--- src/snake_defines.svh ---
`ifndef SNAKE_DEFINES_SVH
`define SNAKE_DEFINES_SVH

// *******************************************************************
// Playfield geometry.
// *******************************************************************
`define GRID_W      16
`define GRID_H      12
`define COORD_BITS  4       // Covers both axes.

// *******************************************************************
// Storage sizes.
// *******************************************************************
`define MAX_LEN     16      // Snake ring capacity in segments.
`define FIFO_DEPTH  8       // Draw command queue entries.

`endif

--- src/grid_pkg.sv ---
`include "snake_defines.svh"

package grid_pkg;

    // What a single playfield cell holds.
    typedef enum logic [2:0] {
        blank      = 3'd0,
        snake_head = 3'd1,
        snake_body = 3'd2,
        apple_c    = 3'd3,
        border_c   = 3'd4
    } obj_code_t;

    typedef logic [`COORD_BITS-1:0] coord_t;   // Cell column or row.

    // Snake heading, taken with each move strobe.
    typedef enum logic [1:0] {
        dir_right = 2'd0,
        dir_down  = 2'd1,
        dir_left  = 2'd2,
        dir_up    = 2'd3
    } dir_t;

endpackage

--- src/draw_pkg.sv ---
`include "snake_defines.svh"

package draw_pkg;

    // Erase when a cell goes blank, paint for everything else.
    typedef enum logic {
        op_erase = 1'b0,
        op_paint = 1'b1
    } draw_op_t;

    // One queued display update, 12 bits wide.
    typedef struct packed {
        draw_op_t            op;
        grid_pkg::coord_t    x;
        grid_pkg::coord_t    y;
        grid_pkg::obj_code_t code;
    } draw_cmd_t;

endpackage

--- src/cell_change_if.sv ---
`include "snake_defines.svh"

interface cell_change_if;

    logic                diff;  // One cycle strobe per change.
    grid_pkg::coord_t    x;
    grid_pkg::coord_t    y;
    grid_pkg::obj_code_t code;

    modport tracker (output diff, x, y, code);
    modport sink    (input diff, x, y, code);

endinterface

--- src/cell_query_if.sv ---
`include "snake_defines.svh"

interface cell_query_if;

    grid_pkg::coord_t x;        // Scan cell.
    grid_pkg::coord_t y;
    logic             body;
    logic             head;
    logic             apple;
    logic             border;

    // Answer is combinational, same cycle.
    modport tracker (output x, y, input body, head, apple, border);
    modport store   (input x, y, output body, head, apple, border);

endinterface

--- src/draw_cmd_fifo.sv ---
`include "snake_defines.svh"

module draw_cmd_fifo (
    input  logic                clk,
    input  logic                nrst,
    cell_change_if.sink         change,
    input  logic                pop,
    output logic                cmd_valid,
    output draw_pkg::draw_cmd_t cmd,
    output logic                overflow
);

    localparam int PTR_BITS = $clog2(`FIFO_DEPTH);
    localparam int CNT_BITS = $clog2(`FIFO_DEPTH + 1);
    localparam logic [PTR_BITS-1:0] PTR_LAST = PTR_BITS'(`FIFO_DEPTH - 1);

    draw_pkg::draw_cmd_t mem [`FIFO_DEPTH];
    draw_pkg::draw_cmd_t new_cmd;
    logic [PTR_BITS-1:0] wr_ptr;
    logic [PTR_BITS-1:0] rd_ptr;
    logic [CNT_BITS-1:0] count;
    logic                full;
    logic                do_push;
    logic                do_pop;

    always_comb begin
        new_cmd.op   = (change.code == grid_pkg::blank) ? draw_pkg::op_erase
                                                        : draw_pkg::op_paint;
        new_cmd.x    = change.x;
        new_cmd.y    = change.y;
        new_cmd.code = change.code;
    end

    assign full      = (count == CNT_BITS'(`FIFO_DEPTH));
    assign cmd_valid = (count != '0);
    assign do_pop    = pop && cmd_valid;
    assign do_push   = change.diff && !full;    // Full queue drops, even on a pop.
    assign cmd       = mem[rd_ptr];

    always_ff @(posedge clk) begin
        if (do_push) begin
            mem[wr_ptr] <= new_cmd;
        end
    end

    always_ff @(posedge clk, negedge nrst) begin
        if (!nrst) begin
            wr_ptr   <= '0;
            rd_ptr   <= '0;
            count    <= '0;
            overflow <= 1'b0;
        end else begin
            if (do_push) wr_ptr <= (wr_ptr == PTR_LAST) ? '0 : wr_ptr + 1'b1;
            if (do_pop)  rd_ptr <= (rd_ptr == PTR_LAST) ? '0 : rd_ptr + 1'b1;
            case ({do_push, do_pop})
                2'b10:   count <= count + 1'b1;
                2'b01:   count <= count - 1'b1;
                default: ;
            endcase
            if (change.diff && full) begin
                overflow <= 1'b1;               // Sticky.
            end
        end
    end

endmodule

--- src/frame_tracker.sv ---
`include "snake_defines.svh"

module frame_tracker (
    input  logic           clk,
    input  logic           nrst,
    input  logic           enable,
    cell_query_if.tracker  query,
    cell_change_if.tracker change
);

    localparam grid_pkg::coord_t X_END = grid_pkg::coord_t'(`GRID_W - 1);
    localparam grid_pkg::coord_t Y_END = grid_pkg::coord_t'(`GRID_H - 1);

    grid_pkg::obj_code_t frame [`GRID_W][`GRID_H];
    grid_pkg::coord_t    cur_x;
    grid_pkg::coord_t    cur_y;
    grid_pkg::obj_code_t stored;
    grid_pkg::obj_code_t new_code;
    logic                on_edge;
    logic                changed;

    logic                diff_q;
    grid_pkg::coord_t    x_q;
    grid_pkg::coord_t    y_q;
    grid_pkg::obj_code_t code_q;

    assign query.x = cur_x;
    assign query.y = cur_y;

    assign stored  = frame[cur_x][cur_y];
    assign on_edge = (cur_x == 4'd0) || (cur_x == X_END) ||
                     (cur_y == 4'd0) || (cur_y == Y_END);

    // *******************************************************************
    // Raster scan, x fastest.
    // *******************************************************************
    always_ff @(posedge clk, negedge nrst) begin
        if (!nrst) begin
            cur_x <= '0;
            cur_y <= '0;
        end else if (enable) begin
            if (cur_x == X_END) begin
                cur_x <= '0;
                cur_y <= (cur_y == Y_END) ? 4'd0 : cur_y + 1'b1;
            end else begin
                cur_x <= cur_x + 1'b1;
            end
        end
    end

    // *******************************************************************
    // Object priority and change detection.
    // *******************************************************************
    always_comb begin
        if (on_edge) begin
            new_code = query.border ? grid_pkg::border_c : stored;
        end else if (query.body) begin
            new_code = grid_pkg::snake_body;
        end else if (query.head) begin
            new_code = grid_pkg::snake_head;
        end else if (query.apple) begin
            new_code = grid_pkg::apple_c;
        end else begin
            new_code = grid_pkg::blank;
        end
    end

    assign changed = (new_code != stored);

    always_ff @(posedge clk, negedge nrst) begin
        if (!nrst) begin
            for (int i = 0; i < `GRID_W; i++) begin
                for (int j = 0; j < `GRID_H; j++) begin
                    frame[i][j] <= grid_pkg::blank;
                end
            end
        end else if (changed) begin
            frame[cur_x][cur_y] <= new_code;
        end
    end

    // Change record, aligned with its strobe.
    always_ff @(posedge clk, negedge nrst) begin
        if (!nrst) begin
            diff_q <= 1'b0;
        end else begin
            diff_q <= changed;
        end
    end

    always_ff @(posedge clk) begin
        x_q    <= cur_x;
        y_q    <= cur_y;
        code_q <= new_code;
    end

    assign change.diff = diff_q;
    assign change.x    = x_q;
    assign change.y    = y_q;
    assign change.code = code_q;

endmodule

--- src/snake_body_store.sv ---
`include "snake_defines.svh"

module snake_body_store (
    input  logic             clk,
    input  logic             nrst,
    input  logic             move,
    input  logic             grow,
    input  grid_pkg::dir_t   dir,
    input  grid_pkg::coord_t apple_x,
    input  grid_pkg::coord_t apple_y,
    cell_query_if.store      query
);

    localparam int IDX_BITS = $clog2(`MAX_LEN);
    localparam int LEN_BITS = $clog2(`MAX_LEN + 1);

    localparam grid_pkg::coord_t X_EDGE  = grid_pkg::coord_t'(`GRID_W - 1);
    localparam grid_pkg::coord_t Y_EDGE  = grid_pkg::coord_t'(`GRID_H - 1);
    localparam grid_pkg::coord_t X_LAST  = grid_pkg::coord_t'(`GRID_W - 2);
    localparam grid_pkg::coord_t Y_LAST  = grid_pkg::coord_t'(`GRID_H - 2);
    localparam grid_pkg::coord_t START_X = grid_pkg::coord_t'(`GRID_W / 2);
    localparam grid_pkg::coord_t START_Y = grid_pkg::coord_t'(`GRID_H / 2);

    grid_pkg::coord_t    seg_x [`MAX_LEN];
    grid_pkg::coord_t    seg_y [`MAX_LEN];
    logic [IDX_BITS-1:0] head_idx;
    logic [IDX_BITS-1:0] next_idx;
    logic [LEN_BITS-1:0] len;
    grid_pkg::coord_t    head_x;
    grid_pkg::coord_t    head_y;
    grid_pkg::coord_t    next_x;
    grid_pkg::coord_t    next_y;
    logic                hit_body;

    assign head_x   = seg_x[head_idx];
    assign head_y   = seg_y[head_idx];
    assign next_idx = head_idx + 1'b1;     // Ring wraps on its own.

    // Next head cell, wrapping inside the border.
    always_comb begin
        next_x = head_x;
        next_y = head_y;
        case (dir)
            grid_pkg::dir_right: next_x = (head_x == X_LAST) ? 4'd1 : head_x + 1'b1;
            grid_pkg::dir_left:  next_x = (head_x == 4'd1) ? X_LAST : head_x - 1'b1;
            grid_pkg::dir_down:  next_y = (head_y == Y_LAST) ? 4'd1 : head_y + 1'b1;
            grid_pkg::dir_up:    next_y = (head_y == 4'd1) ? Y_LAST : head_y - 1'b1;
            default: ;
        endcase
    end

    always_ff @(posedge clk, negedge nrst) begin
        if (!nrst) begin
            for (int i = 0; i < `MAX_LEN; i++) begin
                seg_x[i] <= START_X;
                seg_y[i] <= START_Y;
            end
            seg_x[`MAX_LEN - 1] <= START_X - 4'd1;    // First body cell.
            seg_x[`MAX_LEN - 2] <= START_X - 4'd2;    // Tail.
            head_idx <= '0;
            len      <= LEN_BITS'(3);
        end else if (move) begin
            seg_x[next_idx] <= next_x;    // Overwrites the tail when full.
            seg_y[next_idx] <= next_y;
            head_idx        <= next_idx;
            if (grow && (len < LEN_BITS'(`MAX_LEN))) begin
                len <= len + 1'b1;
            end
        end
    end

    // Body covers live segments behind the head.
    always_comb begin
        logic [IDX_BITS-1:0] age;
        hit_body = 1'b0;
        for (int i = 0; i < `MAX_LEN; i++) begin
            age = head_idx - IDX_BITS'(i);
            if ((age != '0) && (LEN_BITS'(age) < len) &&
                (seg_x[i] == query.x) && (seg_y[i] == query.y)) begin
                hit_body = 1'b1;
            end
        end
    end

    assign query.body   = hit_body;
    assign query.head   = (query.x == head_x) && (query.y == head_y);
    assign query.apple  = (query.x == apple_x) && (query.y == apple_y);
    assign query.border = (query.x == 4'd0) || (query.x == X_EDGE) ||
                          (query.y == 4'd0) || (query.y == Y_EDGE);

endmodule

--- src/snake_display_top.sv ---
`include "snake_defines.svh"

module snake_display_top (
    input  logic                clk,
    input  logic                nrst,
    input  logic                move,
    input  logic                grow,
    input  grid_pkg::dir_t      dir,
    input  grid_pkg::coord_t    apple_x,
    input  grid_pkg::coord_t    apple_y,
    input  logic                enable,
    input  logic                pop,
    output logic                cmd_valid,
    output draw_pkg::draw_cmd_t cmd,
    output logic                overflow
);

    cell_query_if  query_bus ();
    cell_change_if change_bus ();

    // Snake state and per-cell classification.
    snake_body_store u_store (
        .clk     (clk),
        .nrst    (nrst),
        .move    (move),
        .grow    (grow),
        .dir     (dir),
        .apple_x (apple_x),
        .apple_y (apple_y),
        .query   (query_bus)
    );

    frame_tracker u_tracker (
        .clk    (clk),
        .nrst   (nrst),
        .enable (enable),
        .query  (query_bus),
        .change (change_bus)
    );

    // Change records queued for the display.
    draw_cmd_fifo u_fifo (
        .clk       (clk),
        .nrst      (nrst),
        .change    (change_bus),
        .pop       (pop),
        .cmd_valid (cmd_valid),
        .cmd       (cmd),
        .overflow  (overflow)
    );

endmodule

--- config.mk ---
export PLATFORM = sky130hd
export DESIGN_NAME = snake_display_top
export DESIGN_NICKNAME = d
export VERILOG_FILES = /design/src/grid_pkg.sv /design/src/draw_pkg.sv /design/src/cell_change_if.sv /design/src/cell_query_if.sv /design/src/draw_cmd_fifo.sv /design/src/frame_tracker.sv /design/src/snake_body_store.sv /design/src/snake_display_top.sv
export VERILOG_INCLUDE_DIRS = /design/src /design/src/src
export SDC_FILE = /design/constraint.sdc
export NUM_CORES = 1
export LEC_CHECK = 0
export BUFFER_PORTS_ARGS = -buffer_cell sky130_fd_sc_hd__buf_4
export CAP_MARGIN = 20
export CORE_MARGIN = 2
export CORE_UTILIZATION = 40
export DETAILED_ROUTE_END_ITERATION = 8
export PLACE_DENSITY_LB_ADDON = 0.12
export SLEW_MARGIN = 10
export SYNTH_ARGS = -nofsm -noshare
export SYNTH_HDL_FRONTEND = slang
export SYNTH_SLANG_ARGS = --single-unit
--- constraint.sdc ---
create_clock -name clk -period 4.91 [get_ports clk]
set_clock_uncertainty 0.15 [all_clocks]
set_input_delay 0.7365 -clock clk [delete_from_list [all_inputs] [get_ports clk]]
set_output_delay 0.7365 -clock clk [all_outputs]
set_load 0.05 [all_outputs]
# Yosys cells after proc, flatten, opt, wreduce, memory -nomap -nowiden
# Memories as Yosys holds them, arrays and structs flattened.
# Index checks and enable logic that the tools add are counted.
# totals
regBits,744
mem_bits_rw,96
in_bits,16
out_inout_bits,14
wordCells,483
memories,1
# memory_table
name,depth,word_bits,rd,rd_clocked_by_memory_dff,wr,line_no,source
u_fifo.mem,8,12,1,0,1,draw_cmd_fifo.sv:17,draw_pkg::draw_cmd_t mem [`FIFO_DEPTH];
# op_classes
addsub,27
order_cmp,24
eq_ne,51
n_mux,55
bitwise_logic,4
reduce_logical,85
# op_table
op,n
576-bit bitwise mux,1
36-bit binary-select mux with 4-bit select,1
36-bit demux with 4-bit select,1
4-bit equality test,36
64-bit bitwise mux,2
36-bit two-way mux,3
4-bit by 5-bit less-than comparator with 1-bit output,16
4-bit nonzero test,17
1-bit logical AND,57
4-bit two-way mux,11
4-bit binary-select mux with 4-bit select,2
4-bit subtractor (second input constant),8
4-bit by 1-bit adder with 4-bit output (second input constant),6
3-bit two-way mux,8
4-bit case mux with 2 select lines,3
4-bit equality test (second input constant),5
5-bit greater-or-equal comparator (second input constant),4
4-bit NOT with 5-bit output,4
1-bit two-way mux,19
4-bit demux with 4-bit select,1
4-bit by 1-bit subtractor with 4-bit output (second input constant),4
4-bit by 3-bit subtractor with 4-bit output (second input constant),4
5-bit by 1-bit less-than comparator with 1-bit output (second input constant),3
3-bit binary-select mux with 4-bit select,1
18 further kinds,29

# Logic depth before layout (Yosys ltp)
# Gate-level depths: netlist of the first run.
# logic_depth
word_depth,23
depth_mapped,20
ltp_nobuf,15

# Hierarchy
# Synthesis of the first run repeated with hierarchy kept, for this count alone.
# unflattened
cells_unflattened,3166
hier_area_um2,42462.0
# modules_own_cells
module,instances,cells_each,area_per_inst_um2,seq_area_each_um2
frame_tracker,1,1959,28315.9,14859.3
snake_body_store,1,996,9724.3,3494.6
draw_cmd_fifo,1,211,4421.7,3158.0

# Worst setup path after synthesis of the first run
# OpenSTA, ideal clock, no wires.
# synth_path
path_type,register to register
from,register u_store.head_idx[2]
to,register u_tracker.frame[318] (netlist name)
setup_time_ps,125
arrival_ps,4724
t_required_ps,4635
setup_slack_ps,-89
path_stages_with_launch,18
path_buffers,5
period_less_slack_ps,4999
path_cell_list,dfrtp_1 -> buf_2 -> buf_4 -> buf_2 -> clkinv_1 -> ha_1 -> a21boi_0 -> xnor2_1 -> o211ai_1 -> nand3_1 -> or4_1 -> a2111oi_2 -> a31oi_4 -> xnor2_1 -> buf_2 -> buf_1 -> a211oi_1 -> mux2_2
# synth_via
elab_chain_len,23
elab_cells_between_ends,126
cone_classes,add/sub: 15; order compare: 16; eq/ne: 3; mux: 26; bitwise: 1; reduce/logical: 65
# synth_rtl
element,line_no,source
start: declaration,snake_body_store.sv:26,logic [IDX_BITS-1:0] head_idx;
start signal: assignment,snake_body_store.sv:65,head_idx <= next_idx;
"4-bit by 1-bit subtractor with 4-bit output, or another cell as far along",snake_body_store.sv:77,age = head_idx - IDX_BITS'(i);
"4-bit by 5-bit less-than comparator with 1-bit output, or another cell as far along",snake_body_store.sv:78,if ((age != '0) && (LEN_BITS'(age) < len) &&
1-bit logical AND,snake_body_store.sv:78,
1-bit logical AND (on tied branches),"snake_body_store.sv:78, snake_body_store.sv:79",
1-bit logical AND / 1-bit two-way mux (equally long branches),"snake_body_store.sv:79, snake_body_store.sv:78",
1-bit two-way mux (15 in series),snake_body_store.sv:78,
3-bit two-way mux *,frame_tracker.sv:57,end else if (query.body) begin
3-bit two-way mux *,frame_tracker.sv:55,if (on_edge) begin
3-bit inequality test / 576-bit bitwise mux (equally long branches),"frame_tracker.sv:68, frame_tracker.sv:78",
end signal: indexed assignment,frame_tracker.sv:74,frame[i][j] <= grid_pkg::blank;
end signal: indexed assignment,frame_tracker.sv:78,frame[cur_x][cur_y] <= new_code;
end: declaration,frame_tracker.sv:14,grid_pkg::obj_code_t frame [`GRID_W][`GRID_H];
# Mark *: on every way between the ends. The rest lies on a longest branch, timed or not. The select of a mux whose other input is x is not followed.
# A chain may end at the register's enable or synchronous reset.

# Final worst setup path of the first run
# layout_path
from,"register u_tracker.cur_x[0], in the netlist u_tracker.query.x[0]"
to,register u_tracker.frame[546] (netlist name)
# layout_via
elab_chain_len,22
elab_cells_between_ends,91
cone_classes,order compare: 2; eq/ne: 20; mux: 29; bitwise: 1; reduce/logical: 39
# layout_rtl
element,line_no,source
start: declaration,frame_tracker.sv:15,grid_pkg::coord_t cur_x;
start signal: assignment,frame_tracker.sv:46,cur_x <= cur_x + 1'b1;
4-bit equality test,snake_body_store.sv:79,(seg_x[i] == query.x) && (seg_y[i] == query.y)) begin
1-bit logical AND,snake_body_store.sv:78,
1-bit logical AND,snake_body_store.sv:79,
1-bit two-way mux (16 in series),snake_body_store.sv:78,
3-bit two-way mux,frame_tracker.sv:57,
3-bit two-way mux,frame_tracker.sv:55,
3-bit inequality test / 576-bit bitwise mux (equally long branches),"frame_tracker.sv:68, frame_tracker.sv:78",
# Parallel ways exist; a longest one is shown, timed or not. The select of a mux whose other input is x is not followed.

==> results of run 1 <==
## per-stage QoR
step	total power, mW	hold slack (ns)	setup TNS (ns)	instance area, um^2
2_1_floorplan	18.9	0.192	-1.22	41400
3_3_place_gp	26.0	0.293	-77.16	45500
3_5_place_dp	26.3	0.302	-78.36	45600
4_1_cts	34.2	0.0505	0	49000
5_1_grt	36.2	0.0620	-0.0763	49200
6_report	34.4	-0.0153	0	49200
## cells in the mapped netlist (5+ instances only)
library cell and n:
dfxtp_1 11, a21o_1 9, a2111oi_0 6, a21oi_1 31, nand2b_1 10, dfstp_2 53
o21ai_0 162, buf_4 10, a22oi_1 5, mux4_2 222, a31o_2 7, nor4_1 19
a21boi_0 11, inv_1 37, nor2b_1 40, o211ai_1 12, xor2_1 67, a211oi_1 140
mux2i_1 37, buf_2 77, and3_1 5, clkbuf_1 158, xnor2_1 100, nand4_1 26
a221oi_1 6, buf_1 17, a41o_1 44, o22ai_1 6, nand2_1 216, mux2_2 419
nor2_1 33, dfrtp_1 680, nor3_1 16, edfxtp_1 96, nand3_1 34, and2_1 10
ha_1 67, o31a_1 96
## logic make-up (layout without fill, tap and decap cells)
family                     Yosys count  in the layout
DFF                                840            840
muxes                              678            678
AOI/OAI and AO/OA                  572            572
and+or+nand+nor                    418            418
buffers and inverters              309            641
xor gates and xnor gates           168            168
adders and majority gates           68             68
other                                0              1
## path summary, 6_finish.rpt
kind	cells after the start	endpoint	slack, ns	startpoint
hold / removal	1	u_fifo.rd_ptr[2]	-0.02	nrst
setup reg to reg	18	u_tracker.frame[546]	0.15	u_tracker.query.x[0]
hold reg to reg	1	u_tracker.frame[290]	0.32	u_tracker.frame[290]
setup / recovery	18	u_tracker.frame[546]	0.15	u_tracker.query.x[0]
min in group clk	2	u_tracker.query.x[1]	0.20	enable
max in group asynchronous	2	u_tracker.frame[200]	3.39	nrst
## state kept, by name, indices dropped and copies added, names as in the netlist
register / count
u_fifo.wr_ptr: 3
u_fifo.mem: 96
u_tracker.query.x: 4
u_tracker.query.y: 4
u_tracker.change.diff: 1
u_tracker.change.y: 4
u_store.seg_y: 64
u_store.len: 5
u_fifo.count: 4
u_store.head_idx: 4
u_tracker.change.x: 4
u_store.seg_x: 64
u_tracker.frame: 576
u_tracker.change.code: 3
u_fifo.rd_ptr: 3
u_fifo.overflow: 1
## what timing repair did
item,CTS,global route
hold buffers,0,0
setup endpoints to repair,455,352
pin swaps,2,2
resized for setup,5,20
gates cloned,0,2
setup buffers,6,3
## layout make-up
cell class / instances / area, um^2 / share of cell area [%]
Timing Repair Buffer: 420 / 3720 / 7.56
Tap cell: 1368 / 1710 / 3.48
Clock inverter: 39 / 488 / 0.993
Clock buffer: 139 / 2880 / 5.85
Inverter: 43 / 161 / 0.328
Sequential cell: 840 / 21500 / 43.8
Antenna cell: 1 / 2.50 / 0.00509
Multi-Input combinational cell: 1904 / 18700 / 38.0
## power breakdown
| part | switching [mW] | leakage [nW] | internal [mW] |
|---|---|---|---|
| Clock | 2.97 | 1.67 | 4.59 |
| Combinational | 10.9 | 8.81 | 6.69 |
| Sequential | 0.980 | 10.1 | 8.27 |
| Total | 14.8 | 20.6 | 19.6 |
## worst reg2reg max path, cell delays in order, from the launching register on
cell	delay (ns)
dfrtp_4	0.49
buf_4	0.17
buf_12	0.16
buf_4	0.18
mux4_2	0.54
mux4_2	0.54
nand3_1	0.11
nand4_1	0.16
a2111oi_4	0.28
buf_4	0.19
nand4_1	0.15
nor3b_4	0.20
buf_6	0.15
buf_12	0.16
buf_12	0.19
and2_4	0.16
buf_4	0.17
buf_4	0.20
o31a_1	0.30
## metal layers
layer  global-route usage (%)  vias to the layer above  wire [um]
met3                     3.24                      202       5250
met5                        0                        -          0
met1                     31.1                    14411      53500
met4                     7.39                        0       3950
met2                     38.2                      616      58900
li1                         -                    12025          -
==> metrics.md, run 1 <==
| Metric | Value |
|---|---|
| Final Hold Viols | `2` |
| Post-synth ARST share | `87.3%` |
| DP HPWL | `80.2 mm` |
| Commonest non-fill, non-tap cell in the layout | `dfrtp_1` |
| EDFF count, synth | `96` |
| Synth Area in Compound Gates | `10.0%` |
| Routed wire length | `122 mm` |
| Slowest stage delay, CP | `0.54 ns` |
| Routability Congestion | `0.875` |
| Residual DRC | `0` |
| XOR/XNOR Fraction of Synth Area | `3.58%` |
| Critical Path Most Common Cell | `buf_4` |
| Pre-Repair DR Iteration Count | `5` |
| Clock root buffer | `clkbuf_16` |
| Worst-Skew Late Latency | `0.67 ns` |
| Final setup violation count | `0` |
| Mapped Nets | `3,137` |
| Largest family of logic cells by synthesized area | `multiplexers` |
| CP endpoint kind | `register` |
| Number of fill cells | `9,048` |
| WP data arrival | `5.15 ns` |
| Clock Tree Buf Depth | `3` |
| Synth unique cells | `69` |
| CP Cell Sequence | `buf_4, buf_12, buf_4, mux4_2, mux4_2, nand3_1, nand4_1, a2111oi_4, buf_4, nand4_1, nor3b_4, buf_6, buf_12, buf_12, and2_4, buf_4, buf_4, o31a_1` |
| Core region area | `102,000 um^2` |
| Placed insts | `4,564` |
| Crit path max fanout | `22` |
| Vias in the first global route | `29,080` |
| Die width | `326 um` |
| Initial Utilization | `40.5%` |
| Worst Hold Class | `input pin to async pin` |
| Dominant synthesized flop cell | `dfrtp_1` |
| Crit path required time | `5.30 ns` |
| Area of the die | `106,000 um^2` |
| Area leader, netlist | `dfrtp_1` |
| Syn Area/Cell | `13.5 um^2` |
| Max Cap Viol | `0` |
| Final std cells w/o fill | `4,754` |
| Number of synthesized register bits | `840` |
| Power Dens Cells | `700 nW/um^2` |
| Area grow syn2layout | `18.9%` |
| IO Count | `30` |
| FP Rows | `117` |
| Max frequency | `210 MHz` |
| Worst path bufs/invs | `9` |
| Max rail drop VDD | `738 uV` |
| Cell Area, Synth | `41,300 um^2` |
| Final Slew Violations | `0` |
| Antenna viol nets, final | `0` |
| IO buf count | `29` |
| Simple-Gate Fraction of Synth Area | `4.70%` |
| First-pass GRT wire length | `187 mm` |
| Die Y | `326 um` |
| Reg clk slew, reported paths | `0.07 ns` |
| Rel. slew slack | `27.5%` |
| Layout cell share with drive strength beyond 1 | `39.4%` |
| Hold slack | `-0.0153 ns` |
| YS warnings | `0` |
| Syn Inst Count | `3,053` |
| Post-Synth Adder-Cell Area | `2.08%` |
| Status | `finished with violations` |
| Via total after detailed routing | `27,254` |
| Final period util | `96.9%` |
| Post-Place Worst Slack | `-0.504 ns` |
| Commonest non-fill, non-tap cells in the layout | `dfrtp_1, mux2_2, buf_4, mux4_2, nand2_1` |
| Final Util | `48.1%` |
| Post-synthesis mux area share | `24.4%` |
| Initial antenna violation count | `1` |
| CTS H-tree depth | `3` |
| Ranking of synthesized cells by area | `dfrtp_1, mux4_2, mux2_2` |
| Worst-Margin Slew | `1.08 ns` |
| Period minus WS final | `4.76 ns` |
| Routed length per placed instance | `25.6 um` |
| CP delay by family, top | `buffers and inverters` |
| Via-to-Cell Ratio | `5.73` |
| CTS tree | `done` |
| Largest net degree at the start of global routing | `109` |
| # nets final | `3,389` |
| Setup ws final | `0.152 ns` |
| Seq/Total Area, Yosys | `52.0%` |
| Total grt overflow | `0` |
| Startpoint types | `register` |
| CP max stage cell | `mux4_2` |
| Clk sinks | `840` |
| LEAKAGE | `20.6 nW` |
| Top cell type's share of synthesized area | `41.2%` |
| CP Class | `register to register` |
| GRT Total Usage | `23.0%` |
| Violations in the final reports | `hold timing` |
| Starting DRT DRC Count | `1,819` |
| Num CTS Buffers | `96` |
Note: power is estimated with default switching activity, not from simulation.
==> run 2: changes to the inputs <==
--- a/config.mk
+++ b/config.mk
@@ -6,6 +6,7 @@
 export SDC_FILE = /design/constraint.sdc
 export NUM_CORES = 1
 export LEC_CHECK = 0
+export ABC_AREA = 1
 export BUFFER_PORTS_ARGS = -buffer_cell sky130_fd_sc_hd__buf_4
 export CAP_MARGIN = 20
 export CORE_MARGIN = 2
==> metrics.md, run 2 <==
| Metric | Value |
|---|---|
| Status | `finished, final reports clean` |
| Clock root buffer | `clkbuf_16` |
| Final period util | `90.8% (-6.1 points)` |
| CTS resizes | `0 (-5)` |
| LEAKAGE | `23.6 nW (+15%)` |
| GR peak layer | `met2` |
| Grt met1 use | `34.4% (+3.3 points)` |
| Worst Setup SP | `u_store.head_idx[1]` |
| Worst Hold Class | `input pin to register` |
| Period minus WS final | `4.46 ns (-0.298 ns)` |
| Routed wire length | `140 mm (+15%)` |
| CTS tree | `done` |
| Largest registers | `u_tracker.frame: 576 flops, u_fifo.mem: 96 flops` |
| Syn Area/Cell | `7.47 um^2 (-45%)` |
| Cell Area, Synth | `44,400 um^2 (+7.3%)` |
| Flop2flop setup slack | `0.45 ns (+0.30 ns)` |
| Die width | `337 um (+3.6%)` |
| Final setup violation count | `0 (unchanged)` |
| Post-synth ARST share | `87.3% (unchanged)` |
| Worst-Margin Slew | `1.06 ns (-0.0207 ns)` |
| Crit path required time | `5.39 ns (+0.09 ns)` |
| Sw Ratio | `48.1% (+5.0 points)` |
| Power Dens Cells | `685 nW/um^2 (-2.1%)` |
| Mapped Nets | `6,025 (+92%)` |
| Number of synthesized register bits | `840 (unchanged)` |
| DP HPWL | `88.2 mm (+10%)` |
| Starting DRT DRC Count | `3,339 (+84%)` |
| Max frequency | `224 MHz (+6.7%)` |
| Initial Utilization | `40.2% (-0.25 points)` |
| GR Util met2 | `40.6% (+2.4 points)` |
| Num CTS Buffers | `98 (+2.1%)` |
| Max FFs per register | `576 (unchanged)` |
| Reg power frac | `27.2% (+0.3 points)` |
| Dominant synthesized flop cell | `dfrtp_1` |
| Met3 usage | `3.34% (+0.10 points)` |
| First-pass GRT wire length | `221 mm (+18%)` |
| IO buf count | `29 (unchanged)` |
| Combinational power share | `50.2% (-1.0 points)` |
| Hold slack | `0.182 ns (+0.198 ns)` |
| Antenna viol nets, final | `0 (unchanged)` |
| Area of the die | `114,000 um^2 (+7.3%)` |
| FP Rows | `122 (+4.3%)` |
| Pre-Repair DR Iteration Count | `6 (+1)` |
| # nets final | `5,955 (+76%)` |
| RR Startpoint | `u_store.head_idx[1]` |
| Most frequent cell after synthesis | `nand2_1` |
| Area leader, netlist | `dfrtp_1` |
| Antenna diode count | `0 (-1)` |
| Vias in the first global route | `37,243 (+28%)` |
| GRT Total Usage | `24.9% (+1.9 points)` |
| Worst r2r dst | `u_tracker.frame[400]` |
| Top cells by count, synth | `nand2_1, nor2_1, dfrtp_1` |
| Largest net degree at the start of global routing | `125 (+15%)` |
| RSZ-0062 raised after global routing | `no` |
| Max rail drop VDD | `963 uV (+30%)` |
| Top cell type's share of synthesized area | `38.3% (-2.8 points)` |
| Most flop-heavy register | `u_tracker.frame` |
| Final TNS setup | `0 ns (unchanged)` |
| WP data arrival | `4.94 ns (-0.21 ns)` |
| Seq/Total Area, Yosys | `48.5% (-3.6 points)` |
| Psw | `16.4 mW (+10%)` |
| Total grt overflow | `0 (unchanged)` |
| Max Cap Viol | `0 (unchanged)` |
| Post-CTS Setup Inserts | `0 (-6)` |
| Clk sinks | `840 (unchanged)` |
| Setup crit end | `u_tracker.frame[400]` |
| Commonest non-fill, non-tap cell in the layout | `nand2_1` |
| CP Class | `register to register` |
| Core region area | `110,000 um^2 (+8.0%)` |
| Synth unique cells | `44 (-36%)` |
| Clk pwr share | `22.6% (+0.6 points)` |
| YS warnings | `0 (unchanged)` |
| # hold bufs at CTS | `1 (+1)` |
| Final Slew Violations | `0 (unchanged)` |
| Crit path max fanout | `45 (+100%)` |
| Commonest non-fill, non-tap cells in the layout | `nand2_1, nor2_1, nand3_1, dfrtp_1, inv_1` |
| Internal power | `17.6 mW (-9.8%)` |
| IO Count | `30 (unchanged)` |
| Rel. slew slack | `29.1% (+1.6 points)` |
| Via-to-Cell Ratio | `5.18 (-9.6%)` |
| Final Hold Viols | `0 (-2)` |
| Clock Tree Buf Depth | `3 (unchanged)` |
| EDFF count, synth | `96 (unchanged)` |
| Die Y | `337 um (+3.6%)` |
| Layout cell share with drive strength beyond 1 | `6.79% (-33 points)` |
| Area grow syn2layout | `11.8%` |
| CP endpoint kind | `register` |
| Syn Inst Count | `5,941 (+95%)` |
| Routed length per placed instance | `18.8 um (-27%)` |
| Routability Congestion | `0.887 (+1.3%)` |
| Residual DRC | `0 (unchanged)` |
| Worst reg-to-reg path cell count | `25 (+7)` |
| CTS H-tree depth | `3 (unchanged)` |
| Via total after detailed routing | `38,574 (+42%)` |
| Worst-Skew Late Latency | `0.69 ns (+0.02 ns)` |
| Initial antenna violation count | `1 (unchanged)` |
| Reg clk slew, reported paths | `0.06 ns (about the same)` |
| Ranking of synthesized cells by area | `dfrtp_1, nand2_1, nand3_1` |
| Startpoint types | `register` |
[run 2: cell types whose count changed after synthesis, sizes merged, moves of 215 or more]
cell,change
inv,+345
nor2,+684
mux2,-419
mux4,-222
nand2,+1881
o21ai,+215
nand3,+643
[run 2: metal layers]
layer | share of wire, % | up-vias
met4 | 2.9 | 2
met2 | 46 | 917
met5 | 0.0086 | -
met3 | 4.9 | 213
met1 | 46 | 18576
li1 | - | 18866
[run 2: worst min-delay path by stage]
stage / startpoint / endpoint / slack [ns] / cells past startpoint
floorplan: u_tracker.query.x[3] / u_tracker.change.x[3] / 0.19 / 0
global placement: u_tracker.frame[362] / u_tracker.frame[362] / 0.29 / 2
detailed placement: u_tracker.frame[545] / u_tracker.frame[545] / 0.30 / 2
CTS: enable / u_tracker.query.x[1] / 0.14 / 2
global route: enable / u_tracker.query.x[1] / 0.16 / 2
finish: enable / u_tracker.query.x[1] / 0.18 / 2
[run 2: cell type report]
| cell class | instances | area [um^2] |
|---|---|---|
| clock buffers | 151 | 2940 |
| clock inverters | 30 | 450 |
| fillers | 11269 | 60700 |
| inverters | 406 | 1550 |
| multi-input cells | 4359 | 19600 |
| flip-flops and latches | 840 | 21500 |
| well taps | 1488 | 1860 |
| repair buffers | 166 | 1680 |
[run 2: worst max-delay path: stages, from the launching register on]
cell     delay, ns
dfrtp_1       0.54
buf_4         0.29
ha_1          0.22
xor2_2        0.29
inv_1         0.15
ha_1          0.31
nand2_1       0.05
inv_1         0.07
nand4_1       0.09
nand3_1       0.09
nor2_1        0.05
nand3_1       0.09
nand2_1       0.05
nor2_1        0.08
nand2_1       0.16
nor3_2        0.22
nand2_1       0.15
nand2_1       0.11
nand2_1       0.05
nor2_1        0.27
nand2_8       0.15
buf_12        0.20
buf_4         0.25
nand2_1       0.12
nand2_1       0.07
nand2_1       0.05
[run 2: cells by family after synthesis]
group / after synthesis / share of synthesized area, %
AND/OR/NAND/NOR: 3573 / 32.6
flip-flops: 840 / 48.5
buffers and inverters: 742 / 7.45
AO/OA/AOI/OAI: 632 / 7.84
XOR/XNOR: 84 / 1.69
adder cells (fa/ha/maj): 68 / 1.93
multiplexers: 2 / 0.0451
[run 2: metrics by stage]
| step | power [mW] | setup slack [ns] | std cells | utilization, % | area [um^2] |
|---|---|---|---|---|---|
| 2_1_floorplan | 21.2 | 1.36 | 5941 | - | 44400 |
| 3_5_place_dp | 26.4 | 0.550 | 7257 | 41.9 | 46200 |
| 3_3_place_gp | 26.3 | 0.588 | 7257 | 41.9 | 46200 |
| 6_report | 34.0 | 0.450 | 7440 | 45.0 | 49600 |
| 4_1_cts | 34.1 | 0.528 | 7439 | 45.0 | 49600 |
| 5_1_grt | 36.3 | 0.103 | 7440 | 45.0 | 49600 |
[run 2: power groups by stage]
stage / Combinational (mW) / Clock, mW / Sequential, mW
floorplan: 12.2 / 0 / 9.07
global placement: 17.0 / 0 / 9.34
detailed placement: 17.0 / 0 / 9.35
CTS: 17.1 / 7.85 / 9.24
global route: 18.7 / 8.14 / 9.39
finish: 17.0 / 7.69 / 9.24
